--- src/exe_pkg.sv ---
// execute stage definitions
// opcodes, CSR addresses and the micro-op and result structs shared by all blocks
package exe_pkg;

  parameter int XLEN   = 64;
  parameter int CSR_AW = 12;

  // ----------------------------------------
  // opcodes
  // ----------------------------------------
  typedef enum logic [7:0] {
    INST_NOP    = 8'd0,
    INST_ADD    = 8'd1,
    INST_ADDI   = 8'd2,
    INST_SUB    = 8'd3,
    INST_ADDIW  = 8'd4,
    INST_SUBW   = 8'd5,
    INST_AND    = 8'd6,
    INST_ANDI   = 8'd7,
    INST_OR     = 8'd8,
    INST_ORI    = 8'd9,
    INST_XOR    = 8'd10,
    INST_XORI   = 8'd11,
    INST_SLL    = 8'd12,
    INST_SLLI   = 8'd13,
    INST_SLLW   = 8'd14,
    INST_SLLIW  = 8'd15,
    INST_SRL    = 8'd16,
    INST_SRLI   = 8'd17,
    INST_SRLW   = 8'd18,
    INST_SRLIW  = 8'd19,
    INST_SRA    = 8'd20,
    INST_SRAI   = 8'd21,
    INST_SRAW   = 8'd22,
    INST_SRAIW  = 8'd23,
    INST_SLT    = 8'd24,
    INST_SLTI   = 8'd25,
    INST_SLTU   = 8'd26,
    INST_SLTIU  = 8'd27,
    INST_LUI    = 8'd28,
    INST_AUIPC  = 8'd29,
    INST_JAL    = 8'd30,
    INST_JALR   = 8'd31,
    INST_BEQ    = 8'd32,
    INST_BNE    = 8'd33,
    INST_BLT    = 8'd34,
    INST_BGE    = 8'd35,
    INST_BLTU   = 8'd36,
    INST_BGEU   = 8'd37,
    INST_CSRRW  = 8'd38,
    INST_CSRRS  = 8'd39,
    INST_CSRRC  = 8'd40,
    INST_CSRRWI = 8'd41,
    INST_CSRRSI = 8'd42,
    INST_CSRRCI = 8'd43
  } exe_op_e;

  // ----------------------------------------
  // machine mode CSR addresses
  // ----------------------------------------
  parameter logic [CSR_AW-1:0] CSR_MSTATUS  = 12'h300;
  parameter logic [CSR_AW-1:0] CSR_MSCRATCH = 12'h340;
  parameter logic [CSR_AW-1:0] CSR_MEPC     = 12'h341;
  parameter logic [CSR_AW-1:0] CSR_MCYCLE   = 12'hB00;

  typedef struct packed {
    exe_op_e           opcode;
    logic [XLEN-1:0]   op1;       // rs1, pc for auipc/jal, zimm for csr imm forms
    logic [XLEN-1:0]   op2;       // rs2, immediate, or csr address in the low bits
    logic [XLEN-1:0]   op3;       // branch/jal target, link value for jalr
  } exe_uop_t;

  typedef struct packed {
    logic [XLEN-1:0]   rd_wdata;
    logic              jmp;
    logic [XLEN-1:0]   jmp_addr;
    logic              skip_cmt;  // op must not be counted as retired
  } exe_result_t;

endpackage

--- src/ex_issue.sv ---
// issue latch of the execute stage
// registers the incoming micro-op and drops the one that follows a taken redirect
`timescale 1ns/1ps

module ex_issue import exe_pkg::*; (
  input  logic      clock,
  input  logic      i_rst,
  input  logic      i_valid,
  input  exe_uop_t  i_uop,
  input  logic      i_redirect,
  output logic      o_valid,
  output exe_uop_t  o_uop
);

  logic capture;

  // the op behind a taken jump is on the wrong path
  assign capture = i_valid & ~i_redirect;

  // ----------------------------------------
  // valid bit
  // ----------------------------------------
  always_ff @(posedge clock) begin
    if (i_rst) begin
      o_valid <= 1'b0;
    end
    else begin
      o_valid <= capture;
    end
  end

  // ----------------------------------------
  // payload
  // ----------------------------------------
  always_ff @(posedge clock) begin
    if (capture) begin
      o_uop <= i_uop;  // held while idle, o_valid tells whether it counts
    end
  end

endmodule

--- src/exe_alu.sv ---
// execute unit
// integer results, branch resolution and CSR read-modify-write data, all combinational
`timescale 1ns/1ps

module exe_alu import exe_pkg::*; (
  input  logic               i_valid,
  input  exe_uop_t           i_uop,
  input  logic [XLEN-1:0]    i_csr_rdata,
  output logic [CSR_AW-1:0]  o_csr_addr,
  output logic               o_csr_ren,
  output logic               o_csr_wen,
  output logic [XLEN-1:0]    o_csr_wdata,
  output exe_result_t        o_res,
  output logic               o_redirect
);

  exe_op_e            opcode;
  logic [XLEN-1:0]    op1;
  logic [XLEN-1:0]    op2;
  logic [XLEN-1:0]    op3;
  logic [XLEN-1:0]    sum;
  logic [XLEN-1:0]    diff;
  logic [31:0]        sll_w;
  logic [31:0]        srl_w;
  logic signed [31:0] sra_w;
  logic               lt_s;
  logic               lt_u;
  logic               eq;
  logic               inst_csr;
  logic               csr_set_clr;
  logic [XLEN-1:0]    rd_wdata;
  logic               jmp;
  logic [XLEN-1:0]    jmp_addr;

  function automatic logic [XLEN-1:0] sext_w(input logic [31:0] val);
    sext_w = {{(XLEN-32){val[31]}}, val};
  endfunction

  assign opcode = i_uop.opcode;
  assign op1    = i_uop.op1;
  assign op2    = i_uop.op2;
  assign op3    = i_uop.op3;

  assign sum   = op1 + op2;
  assign diff  = op1 - op2;
  assign sll_w = op1[31:0] << op2[4:0];
  assign srl_w = op1[31:0] >> op2[4:0];
  assign sra_w = $signed(op1[31:0]) >>> op2[4:0];
  assign lt_s  = $signed(op1) < $signed(op2);
  assign lt_u  = op1 < op2;
  assign eq    = op1 == op2;

  // ----------------------------------------
  // result
  // ----------------------------------------
  always_comb begin
    rd_wdata = '0;
    if (i_valid) begin
      case (opcode)
        INST_ADD, INST_ADDI                 : rd_wdata = sum;
        INST_SUB                            : rd_wdata = diff;
        INST_ADDIW                          : rd_wdata = sext_w(sum[31:0]);
        INST_SUBW                           : rd_wdata = sext_w(diff[31:0]);
        INST_AND, INST_ANDI                 : rd_wdata = op1 & op2;
        INST_OR, INST_ORI                   : rd_wdata = op1 | op2;
        INST_XOR, INST_XORI                 : rd_wdata = op1 ^ op2;
        INST_SLL, INST_SLLI                 : rd_wdata = op1 << op2[5:0];
        INST_SLLW, INST_SLLIW               : rd_wdata = sext_w(sll_w);
        INST_SRL, INST_SRLI                 : rd_wdata = op1 >> op2[5:0];
        INST_SRLW, INST_SRLIW               : rd_wdata = sext_w(srl_w);
        INST_SRA, INST_SRAI                 : rd_wdata = $signed(op1) >>> op2[5:0];
        INST_SRAW, INST_SRAIW               : rd_wdata = sext_w(sra_w);
        INST_SLT, INST_SLTI                 : rd_wdata = {{(XLEN-1){1'b0}}, lt_s};
        INST_SLTU, INST_SLTIU               : rd_wdata = {{(XLEN-1){1'b0}}, lt_u};
        INST_LUI                            : rd_wdata = op1;  // decoder places the upper immediate in op1
        INST_AUIPC, INST_JAL                : rd_wdata = sum;  // pc plus offset, or pc plus 4 for the link
        INST_JALR                           : rd_wdata = op3;
        INST_CSRRW, INST_CSRRS, INST_CSRRC,
        INST_CSRRWI, INST_CSRRSI, INST_CSRRCI : rd_wdata = i_csr_rdata;  // old csr value
        default                             : rd_wdata = '0;
      endcase
    end
  end

  // ----------------------------------------
  // branch and jump resolution
  // ----------------------------------------
  always_comb begin
    jmp      = 1'b0;
    jmp_addr = '0;
    if (i_valid) begin
      case (opcode)
        INST_BEQ  : jmp = eq;
        INST_BNE  : jmp = ~eq;
        INST_BLT  : jmp = lt_s;
        INST_BGE  : jmp = ~lt_s;
        INST_BLTU : jmp = lt_u;
        INST_BGEU : jmp = ~lt_u;
        INST_JAL  : jmp = 1'b1;
        INST_JALR : jmp = 1'b1;
        default   : jmp = 1'b0;
      endcase
      case (opcode)
        INST_JALR                      : jmp_addr = sum & ~{{(XLEN-1){1'b0}}, 1'b1};
        INST_JAL, INST_BEQ, INST_BNE,
        INST_BLT, INST_BGE, INST_BLTU,
        INST_BGEU                      : jmp_addr = op3;
        default                        : jmp_addr = '0;
      endcase
    end
  end

  assign o_redirect = jmp & i_valid;

  // ----------------------------------------
  // csr access
  // ----------------------------------------
  assign inst_csr = (opcode == INST_CSRRW)  | (opcode == INST_CSRRS)  |
                    (opcode == INST_CSRRC)  | (opcode == INST_CSRRWI) |
                    (opcode == INST_CSRRSI) | (opcode == INST_CSRRCI);

  assign csr_set_clr = (opcode == INST_CSRRS)  | (opcode == INST_CSRRC) |
                       (opcode == INST_CSRRSI) | (opcode == INST_CSRRCI);

  assign o_csr_addr = (i_valid & inst_csr) ? op2[CSR_AW-1:0] : '0;
  assign o_csr_ren  = i_valid & inst_csr;
  // set or clear with a zero mask is a pure read and leaves mcycle counting
  assign o_csr_wen  = i_valid & inst_csr & ~(csr_set_clr & (op1 == '0));

  always_comb begin
    o_csr_wdata = '0;
    if (i_valid) begin
      case (opcode)
        INST_CSRRW, INST_CSRRWI : o_csr_wdata = op1;
        INST_CSRRS, INST_CSRRSI : o_csr_wdata = i_csr_rdata | op1;
        INST_CSRRC, INST_CSRRCI : o_csr_wdata = i_csr_rdata & ~op1;
        default                 : o_csr_wdata = '0;
      endcase
    end
  end

  assign o_res.rd_wdata = rd_wdata;
  assign o_res.jmp      = jmp;
  assign o_res.jmp_addr = jmp_addr;
  assign o_res.skip_cmt = o_csr_ren & (o_csr_addr == CSR_MCYCLE);

endmodule

--- src/csr_file.sv ---
// machine mode CSR file
// mstatus, mscratch, mepc and a free-running mcycle with combinational read
`timescale 1ns/1ps

module csr_file import exe_pkg::*; #(
  parameter logic [XLEN-1:0] MSTATUS_WMASK = '1
) (
  input  logic               clock,
  input  logic               i_rst,
  input  logic [CSR_AW-1:0]  i_addr,
  input  logic               i_ren,
  input  logic               i_wen,
  input  logic [XLEN-1:0]    i_wdata,
  output logic [XLEN-1:0]    o_rdata
);

  logic [XLEN-1:0] mstatus;
  logic [XLEN-1:0] mscratch;
  logic [XLEN-1:0] mepc;
  logic [XLEN-1:0] mcycle;
  logic            mcycle_wr;

  assign mcycle_wr = i_wen & (i_addr == CSR_MCYCLE);

  // ----------------------------------------
  // read
  // ----------------------------------------
  always_comb begin
    o_rdata = '0;
    if (i_ren) begin
      case (i_addr)
        CSR_MSTATUS  : o_rdata = mstatus;
        CSR_MSCRATCH : o_rdata = mscratch;
        CSR_MEPC     : o_rdata = mepc;
        CSR_MCYCLE   : o_rdata = mcycle;
        default      : o_rdata = '0;  // unimplemented address
      endcase
    end
  end

  // ----------------------------------------
  // write
  // ----------------------------------------
  always_ff @(posedge clock) begin
    if (i_rst) begin
      mstatus  <= '0;
      mscratch <= '0;
      mepc     <= '0;
    end
    else if (i_wen) begin
      case (i_addr)
        CSR_MSTATUS  : mstatus  <= i_wdata & MSTATUS_WMASK;  // read-only bits stay 0
        CSR_MSCRATCH : mscratch <= i_wdata;
        CSR_MEPC     : mepc     <= i_wdata;
        default      : ;
      endcase
    end
  end

  always_ff @(posedge clock) begin
    if (i_rst) begin
      mcycle <= '0;
    end
    else if (mcycle_wr) begin
      mcycle <= i_wdata;
    end
    else begin
      mcycle <= mcycle + 1'b1;
    end
  end

endmodule

--- src/ex_commit.sv ---
// commit register of the execute stage
// holds the result for one cycle and counts retired instructions
`timescale 1ns/1ps

module ex_commit import exe_pkg::*; (
  input  logic             clock,
  input  logic             i_rst,
  input  logic             i_valid,
  input  exe_result_t      i_res,
  output logic             o_valid,
  output exe_result_t      o_res,
  output logic [XLEN-1:0]  o_retire_cnt
);

  logic retire;

  assign retire = i_valid & ~i_res.skip_cmt;

  // ----------------------------------------
  // valid and retire counter
  // ----------------------------------------
  always_ff @(posedge clock) begin
    if (i_rst) begin
      o_valid      <= 1'b0;
      o_retire_cnt <= '0;
    end
    else begin
      o_valid <= i_valid;
      if (retire) begin
        o_retire_cnt <= o_retire_cnt + 1'b1;
      end
    end
  end

  always_ff @(posedge clock) begin
    if (i_valid) begin
      o_res <= i_res;
    end
  end

endmodule

--- src/exe_stage.sv ---
// execute stage top
// issue latch, execute unit with CSR file, and commit register
`timescale 1ns/1ps

module exe_stage import exe_pkg::*; #(
  parameter logic [XLEN-1:0] MSTATUS_WMASK = '1
) (
  input  logic             clock,
  input  logic             i_rst,
  input  logic             i_valid,
  input  exe_uop_t         i_uop,
  output logic             o_valid,
  output exe_result_t      o_res,
  output logic [XLEN-1:0]  o_retire_cnt
);

  logic               issue_valid;
  exe_uop_t           issue_uop;
  logic [CSR_AW-1:0]  csr_addr;
  logic               csr_ren;
  logic               csr_wen;
  logic [XLEN-1:0]    csr_wdata;
  logic [XLEN-1:0]    csr_rdata;
  exe_result_t        alu_res;
  logic               redirect;

  ex_issue u_ex_issue (
    .clock      (clock),
    .i_rst      (i_rst),
    .i_valid    (i_valid),
    .i_uop      (i_uop),
    .i_redirect (redirect),
    .o_valid    (issue_valid),
    .o_uop      (issue_uop)
  );

  exe_alu u_exe_alu (
    .i_valid     (issue_valid),
    .i_uop       (issue_uop),
    .i_csr_rdata (csr_rdata),
    .o_csr_addr  (csr_addr),
    .o_csr_ren   (csr_ren),
    .o_csr_wen   (csr_wen),
    .o_csr_wdata (csr_wdata),
    .o_res       (alu_res),
    .o_redirect  (redirect)
  );

  csr_file #(
    .MSTATUS_WMASK (MSTATUS_WMASK)
  ) u_csr_file (
    .clock   (clock),
    .i_rst   (i_rst),
    .i_addr  (csr_addr),
    .i_ren   (csr_ren),
    .i_wen   (csr_wen),
    .i_wdata (csr_wdata),
    .o_rdata (csr_rdata)
  );

  ex_commit u_ex_commit (
    .clock        (clock),
    .i_rst        (i_rst),
    .i_valid      (issue_valid),
    .i_res        (alu_res),
    .o_valid      (o_valid),
    .o_res        (o_res),
    .o_retire_cnt (o_retire_cnt)
  );

endmodule

--- config.mk ---
export PLATFORM = sky130hd
export DESIGN_NAME = exe_stage
export DESIGN_NICKNAME = d
export VERILOG_FILES = /design/src/exe_pkg.sv /design/src/ex_issue.sv /design/src/exe_alu.sv /design/src/csr_file.sv /design/src/ex_commit.sv /design/src/exe_stage.sv
export SDC_FILE = /design/constraint.sdc
export NUM_CORES = 2
export LEC_CHECK = 0
export BUFFER_PORTS_ARGS = -buffer_cell sky130_fd_sc_hd__buf_2
export CORE_MARGIN = 2
export CORE_UTILIZATION = 40
export DETAILED_ROUTE_END_ITERATION = 12
export SLEW_MARGIN = 20
export SYNTH_ARGS = -nofsm -noshare
export SYNTH_HDL_FRONTEND = slang
export SYNTH_SLANG_ARGS = --single-unit
export TNS_END_PERCENT = 1
--- constraint.sdc ---
create_clock -name clock -period 25.3 [get_ports clock]
set_clock_uncertainty 0.2 [all_clocks]
set_input_delay 2.53 -clock clock [delete_from_list [all_inputs] [get_ports clock]]
set_output_delay 2.53 -clock clock [all_outputs]
set_load 0.01 [all_outputs]
; ---- Yosys cells after proc, flatten, opt, wreduce, memory -nomap -nowiden
; Cells that the tools add are included.
[classes]
n_reduce_logical = 22
mux = 10
shift = 6
addsub = 4
bitwise = 28
n_lt_le_gt_ge = 2
n_eq_ne = 48
[op_table]
columns = op, n
row1 = $pmux 64 s18, 1
row2 = $pmux 64 s4, 1
row3 = $mux 64, 3
row4 = $pmux 64 s3, 1
row5 = $add 64x1->64 const B, 2
row6 = $and 64x64->64, 2
row7 = $eq 8x5->1 const B, 16
row8 = $lt 64x64->1, 2
row9 = $or 64x64->64, 2
row10 = $pmux 64 s2, 1
row11 = $eq 8x6->1 const B, 12
row12 = $add 64x64->64, 1
row13 = $eq 64x64->1, 1
row14 = $eq 8x4->1 const B, 8
row15 = $logic_not 64->1, 1
row16 = $not 64->64, 1
row17 = $shl 64x6->64, 1
row18 = $shr 64x6->64, 1
row19 = $sshr 64x6->64, 1
row20 = $sub 64x64->64, 1
row21 = $xor 64x64->64, 1
row22 = $eq 12x10->1 const B, 3
row23 = $eq 8x3->1 const B, 4
row24 = $shl 32x5->32, 1
row25 = 16 further kinds, 52
[word_totals]
regBits = 652
wordCells = 135
inputBits = 203

; ---- Logic depth before layout (Yosys ltp)
[depth]
ltp_word = 15
ltp_mapped = 20
mapped_depth_nobuf = 13

; ---- By module
; Synthesis repeated with hierarchy kept, for this count alone.
[unflattened]
hier_cells = 6349
hier_area_um2 = 51592.0
[modules_own_cells]
columns = mod, instances, cells_each, area_per_inst_um2
row1 = exe_alu, 1, 4057, 26113.8
row2 = csr_file, 1, 1570, 12275.5
row3 = ex_commit, 1, 519, 7158.1
row4 = ex_issue, 1, 203, 6044.5

; ---- Worst setup path after synthesis
; Ideal clock, no wire load.
[synth_path]
kind = register to register
from = reg u_ex_issue.o_uop[66] (netlist name)
to = reg u_ex_issue.o_valid
path_slack_ps = 5280
synth_period_minus_slack_ps = 20020
n_path_buf = 6
setup_ps = 144
t_arrival_ps = 19677
t_required_ps = 24956
path_stages_with_launch = 19
path_cell_list = edfxtp_1 > buf_2 > clkinv_1 > buf_2 > buf_1 > clkbuf_1 > buf_1 > ha_1 > buf_2 > o21bai_1 > a211oi_1 > o211ai_1 > nand2b_1 > a21oi_1 > a211oi_1 > xnor2_1 > nor3_1 > o32ai_1 > and2_1
[synth_between]
elab_chain_cells = 7
elab_cells_between_ends = 11
classes_between = order compare: 2 / eq/ne: 1 / mux: 2 / bitwise: 6
[synth_rtl]
columns = element, line
row1 = "start, declared", ex_issue.sv:12  ; output exe_uop_t o_uop
row2 = "start signal, assigned", ex_issue.sv:37  ; o_uop <= i_uop;
row3 = $lt 64x64->1 (tied with other cells), exe_alu.sv:50  ; assign lt_u = op1 < op2;
row4 = "$not 1->1, on equally long branches", "exe_alu.sv:98, exe_alu.sv:94, exe_alu.sv:96"
row5 = $pmux 1 s7 (*), exe_alu.sv:92  ; case (opcode)
row6 = $mux 1 (*), exe_alu.sv:91  ; if (i_valid) begin
row7 = $and 1x1->1 (*), exe_alu.sv:113  ; assign o_redirect = jmp & i_valid;
row8 = $not 1->1 (*), ex_issue.sv:18  ; assign capture = i_valid & ~i_redirect;
row9 = $and 1x1->1 (*), ex_issue.sv:18
row10 = net u_ex_issue.capture, ex_issue.sv:15  ; logic capture;
row11 = "end signal, assigned", ex_issue.sv:28  ; o_valid <= capture;
row12 = "end, declared", ex_issue.sv:11  ; output logic o_valid,
; Mark *: on every way through the listed nets, which the timed path passes. The rest lies on a longest branch.
; A chain may end at the register's enable or synchronous reset.

==> metrics.md <==
| Metric | Value |
|---|---|
| CP required | 25.55 ns |
| Placed insts | 7658 |
| Ys Warns | 0 |
| Worst Setup End Kind | flop |
| Int Pwr | 2.24 mW |
| Width of the die | 353 um |
| Peak supply drop | 0.0796 mV |
| Filler cell count | 12200 |
| Worst Setup SP | u_ex_issue.o_uop[67]$_DFFE_PP_ |
| Psw | 1.48 mW |
| Final Slew Violations | 0 |
| First-pass GRT wire length | 388000 um |
| Worst-path fanout max | 54 |
| Combinational share of power | 34.2% |
| Hold Crit Class | reg2reg |
| Crit-path cells | buf_4, clkinv_2, ha_1, nor2_1, a211o_1, a21o_1, a221oi_2, a21oi_1, mux2i_1, nor2_1, and3_2, nand4_1, a221o_1 |
| Final Cycle Share | 26.8% |
| Area grow syn2layout | 13.1% |
| Number of buffers added on ports | 397 |
| Final core occ | 45.5% |
| Net Sw Frac | 39.8% |
| Commonest non-fill, non-tap cells in the layout | 831 x nand2_1, 600 x a21oi_1, 598 x nor2_1 |
| Synthesized area | 48800 um^2 |
| Initial core utilization | 40.2% |
| Sequential area share after synthesis | 33.5% |
| IO Pins | 398 |
| FMAX | 0.147 GHz |
| Die area | 125000 um^2 |
| Share of cells above drive strength 1 | 15.7% |
| Worst Setup EP | u_ex_commit.o_res[109]$_DFFE_PP_ |
| Largest family of logic cells by synthesized area | compound AO/OA/AOI/OAI gates |
| Busiest metal layer after global routing | met2 |
| Routability Congestion | 1.10 |
| Grt met3 use | 9.81% |
| Max_slew headroom | 15.5% |
| Worst R2R Path Depth | 13 |
| Worst hold margin | 0.249 ns |
| Gr ovfl total | 0 |
| GR Util All Layers | 43.7% |
| Critical path type | reg2reg |
| Slowest stage cell on the critical path | and3_2 |
| Post-synthesis compound-gate area fraction | 23.6% |
| Post-Syn Nets | 6366 |
| Buffer and inverter count on the worst path | 2 |
| Synth Area in Adders | 5.08% |
| CORE AREA | 121000 um^2 |
| Vias in the first global route | 48400 |
| FP Rows | 128 |
| CP arrival | 7.04 ns |
| Instance count of the mapped netlist | 5966 |
| R2R setup slack | 18.52 ns |
| DIE HEIGHT | 353 um |
| WL/cell | 36.2 um |
| Clock network power share | 31.9% |
| Synth Area in Simple Gates | 18.9% |
| TritonCTS clock tree | yes |
| Sequential power share | 33.9% |
| Vias/cell | 6.65 |
| GRT met2 Usage | 64.5% |
| H-tree Lvls | 3 |
| Post-synth ARST share | 0% |
| Count of cell types in the netlist | 93 |
| Worst-margin pin slew | 1.26 ns |
| Post-synthesis mux area share | 9.49% |
| Crit path launch type | flop |
| Endpoints failing setup | 0 |
| Setup TNS | 0 ns |
| Min Tclk post-route | 6.78 ns |
| Setup bufs post-CTS | 0 |
| Crit-path max cell delay | 0.87 ns |
| Status | complete, no violations |
| Top FF cell, synth | edfxtp_1 |
| WL final | 283000 um |
| #FFs+latches synth | 652 |
| Reg-to-reg critical path startpoint | u_ex_issue.o_uop[67]$_DFFE_PP_ |
| Critical Path Most Common Cell | nor2_1 |
| Clock Path Buffers | 3 |
| # DRC | 0 |
| Clock-pin transition on the worst setup and hold timing paths | 0.08 ns |
| CTS sink count | 652 |
| Critical Path Stages | 13 |
| Clk_lat worst skew | 0.73 ns |
| Crit path max-delay family | compound AO/OA/AOI/OAI gates |
| Power Dens Cells | 67.4 nW/um^2 |
| EDFF count, synth | 330 |
| Mapped Avg Cell Area | 8.18 um^2 |
| Initial antenna violation count | 15 |
| CTS root buffer | clkbuf_16 |
| Lkg Pwr | 20.8 nW |
| Detailed Place HPWL | 212000 um |
| XOR/XNOR Fraction of Synth Area | 3.80% |
| Drt initial violations | 7647 |
| Met1 usage | 54.7% |
| Reg-to-reg endpoint | u_ex_commit.o_res[109]$_DFFE_PP_ |
| Cts repair resizes | 0 |
| TritonRoute pass-1 iters | 8 |
| Pin count of the biggest net entering global routing | 163 |
| Detail Route Antenna Nets | 0 |
| Final Hold Viols | 0 |
| Commonest non-fill, non-tap cell in the layout | nand2_1 |
| Total CTS buffers | 78 |
| RSZ-0062 raised after global routing | false |
| Max Cap Violations | 0 |
| Total number of vias | 52000 |
| # hold bufs at CTS | 0 |
| Cell Count, Final, Fillers Out | 7818 |
| Post-layout nets | 6515 |
[cell families (layout without fill, tap and decap cells)]
family / Yosys count / in the layout
muxes: 339 / 339
DFF: 652 / 652
adders and majority gates: 197 / 197
AOI/OAI and AO/OA: 1777 / 1777
other: 0 / 15
xor gates and xnor gates: 210 / 210
and+or+nand+nor: 2078 / 2078
buffers and inverters: 713 / 925
[worst min-delay path: cells and delay by family (launching register included)]
family | cells | cell delay (ns)
AO/OA/AOI/OAI | 1 | 0.05
flip-flops | 1 | 0.31
AND/OR/NAND/NOR | 1 | 0.05
[sequential cells by signal, summed over array words and instances, names as in the netlist]
| name | cells |
|---|---|
| u_csr_file.mcycle | 64 |
| u_csr_file.mepc | 64 |
| u_csr_file.mscratch | 64 |
| u_csr_file.mstatus | 64 |
| u_ex_commit.o_res | 130 |
| u_ex_commit.o_retire_cnt | 64 |
| u_ex_commit.o_valid | 1 |
| u_ex_issue.o_uop | 200 |
| u_ex_issue.o_valid | 1 |
[synth_stat cells, drive strengths merged, types with 112 or more instances]
cell type	number	area share, %
a211oi	112	1.7
clkbuf	360	2.8
xnor2	126	2.3
buf	133	1.2
nand3	144	1.5
edfxtp	330	20
a21oi	606	6.2
mux2i	156	3.2
nor2	605	4.7
dfxtp	322	13
inv	213	1.6
nand2	836	6.4
ha	195	5.0
o21ai	341	3.5
[per-layer routing]
layer | vias up | wire length [um]
met5 | - | 87
li1 | 22200 | -
met4 | 12 | 27100
met3 | 845 | 27200
met2 | 3473 | 120000
met1 | 25500 | 108000
[stage by stage]
stage	total power, mW	setup WS (ns)	instance area, um^2
floorplan	1.99	5.28	48800
global placement	2.50	18.91	52400
detailed placement	2.49	18.86	52400
CTS	3.67	18.81	55100
global route	3.81	18.56	55200
finish	3.72	18.52	55200
[power by group through the flow]
stage / clock (mW) / combinational [mW] / sequential (mW)
4_1_cts: 1.20 / 1.21 / 1.26
3_3_place_gp: 0 / 1.22 / 1.28
3_5_place_dp: 0 / 1.21 / 1.28
2_1_floorplan: 0 / 0.717 / 1.27
6_report: 1.19 / 1.27 / 1.26
5_1_grt: 1.24 / 1.30 / 1.26
[area by class of cell]
class | instances | area, um^2 | share of cell area [%]
diodes | 15 | 37.5 | 0.0680
clock inverters | 48 | 602 | 1.09
repair buffers | 562 | 3270 | 5.92
well taps | 1625 | 2030 | 3.68
multi-input cells | 4601 | 30000 | 54.4
flip-flops and latches | 652 | 16400 | 29.6
clock buffers | 95 | 2080 | 3.77
inverters | 220 | 830 | 1.50
[worst min-delay path by stage]
| stage | from | endpoint | depth (start not counted) |
|---|---|---|---|
| final | u_csr_file.mstatus[54]$_SDFFE_PP0P_ | u_csr_file.mstatus[54]$_SDFFE_PP0P_ | 2 |
| after global routing | u_csr_file.mstatus[7]$_SDFFE_PP0P_ | u_csr_file.mstatus[7]$_SDFFE_PP0P_ | 2 |
| after CTS | u_csr_file.mstatus[33]$_SDFFE_PP0P_ | u_csr_file.mstatus[33]$_SDFFE_PP0P_ | 2 |
| after detailed placement | u_csr_file.mstatus[2]$_SDFFE_PP0P_ | u_csr_file.mstatus[2]$_SDFFE_PP0P_ | 2 |
| after global placement | u_csr_file.mstatus[49]$_SDFFE_PP0P_ | u_csr_file.mstatus[49]$_SDFFE_PP0P_ | 2 |
| after floorplan | u_csr_file.mstatus[33]$_SDFFE_PP0P_ | u_csr_file.mstatus[33]$_SDFFE_PP0P_ | 2 |
No activity file was read; power rests on OpenSTA's default activity.
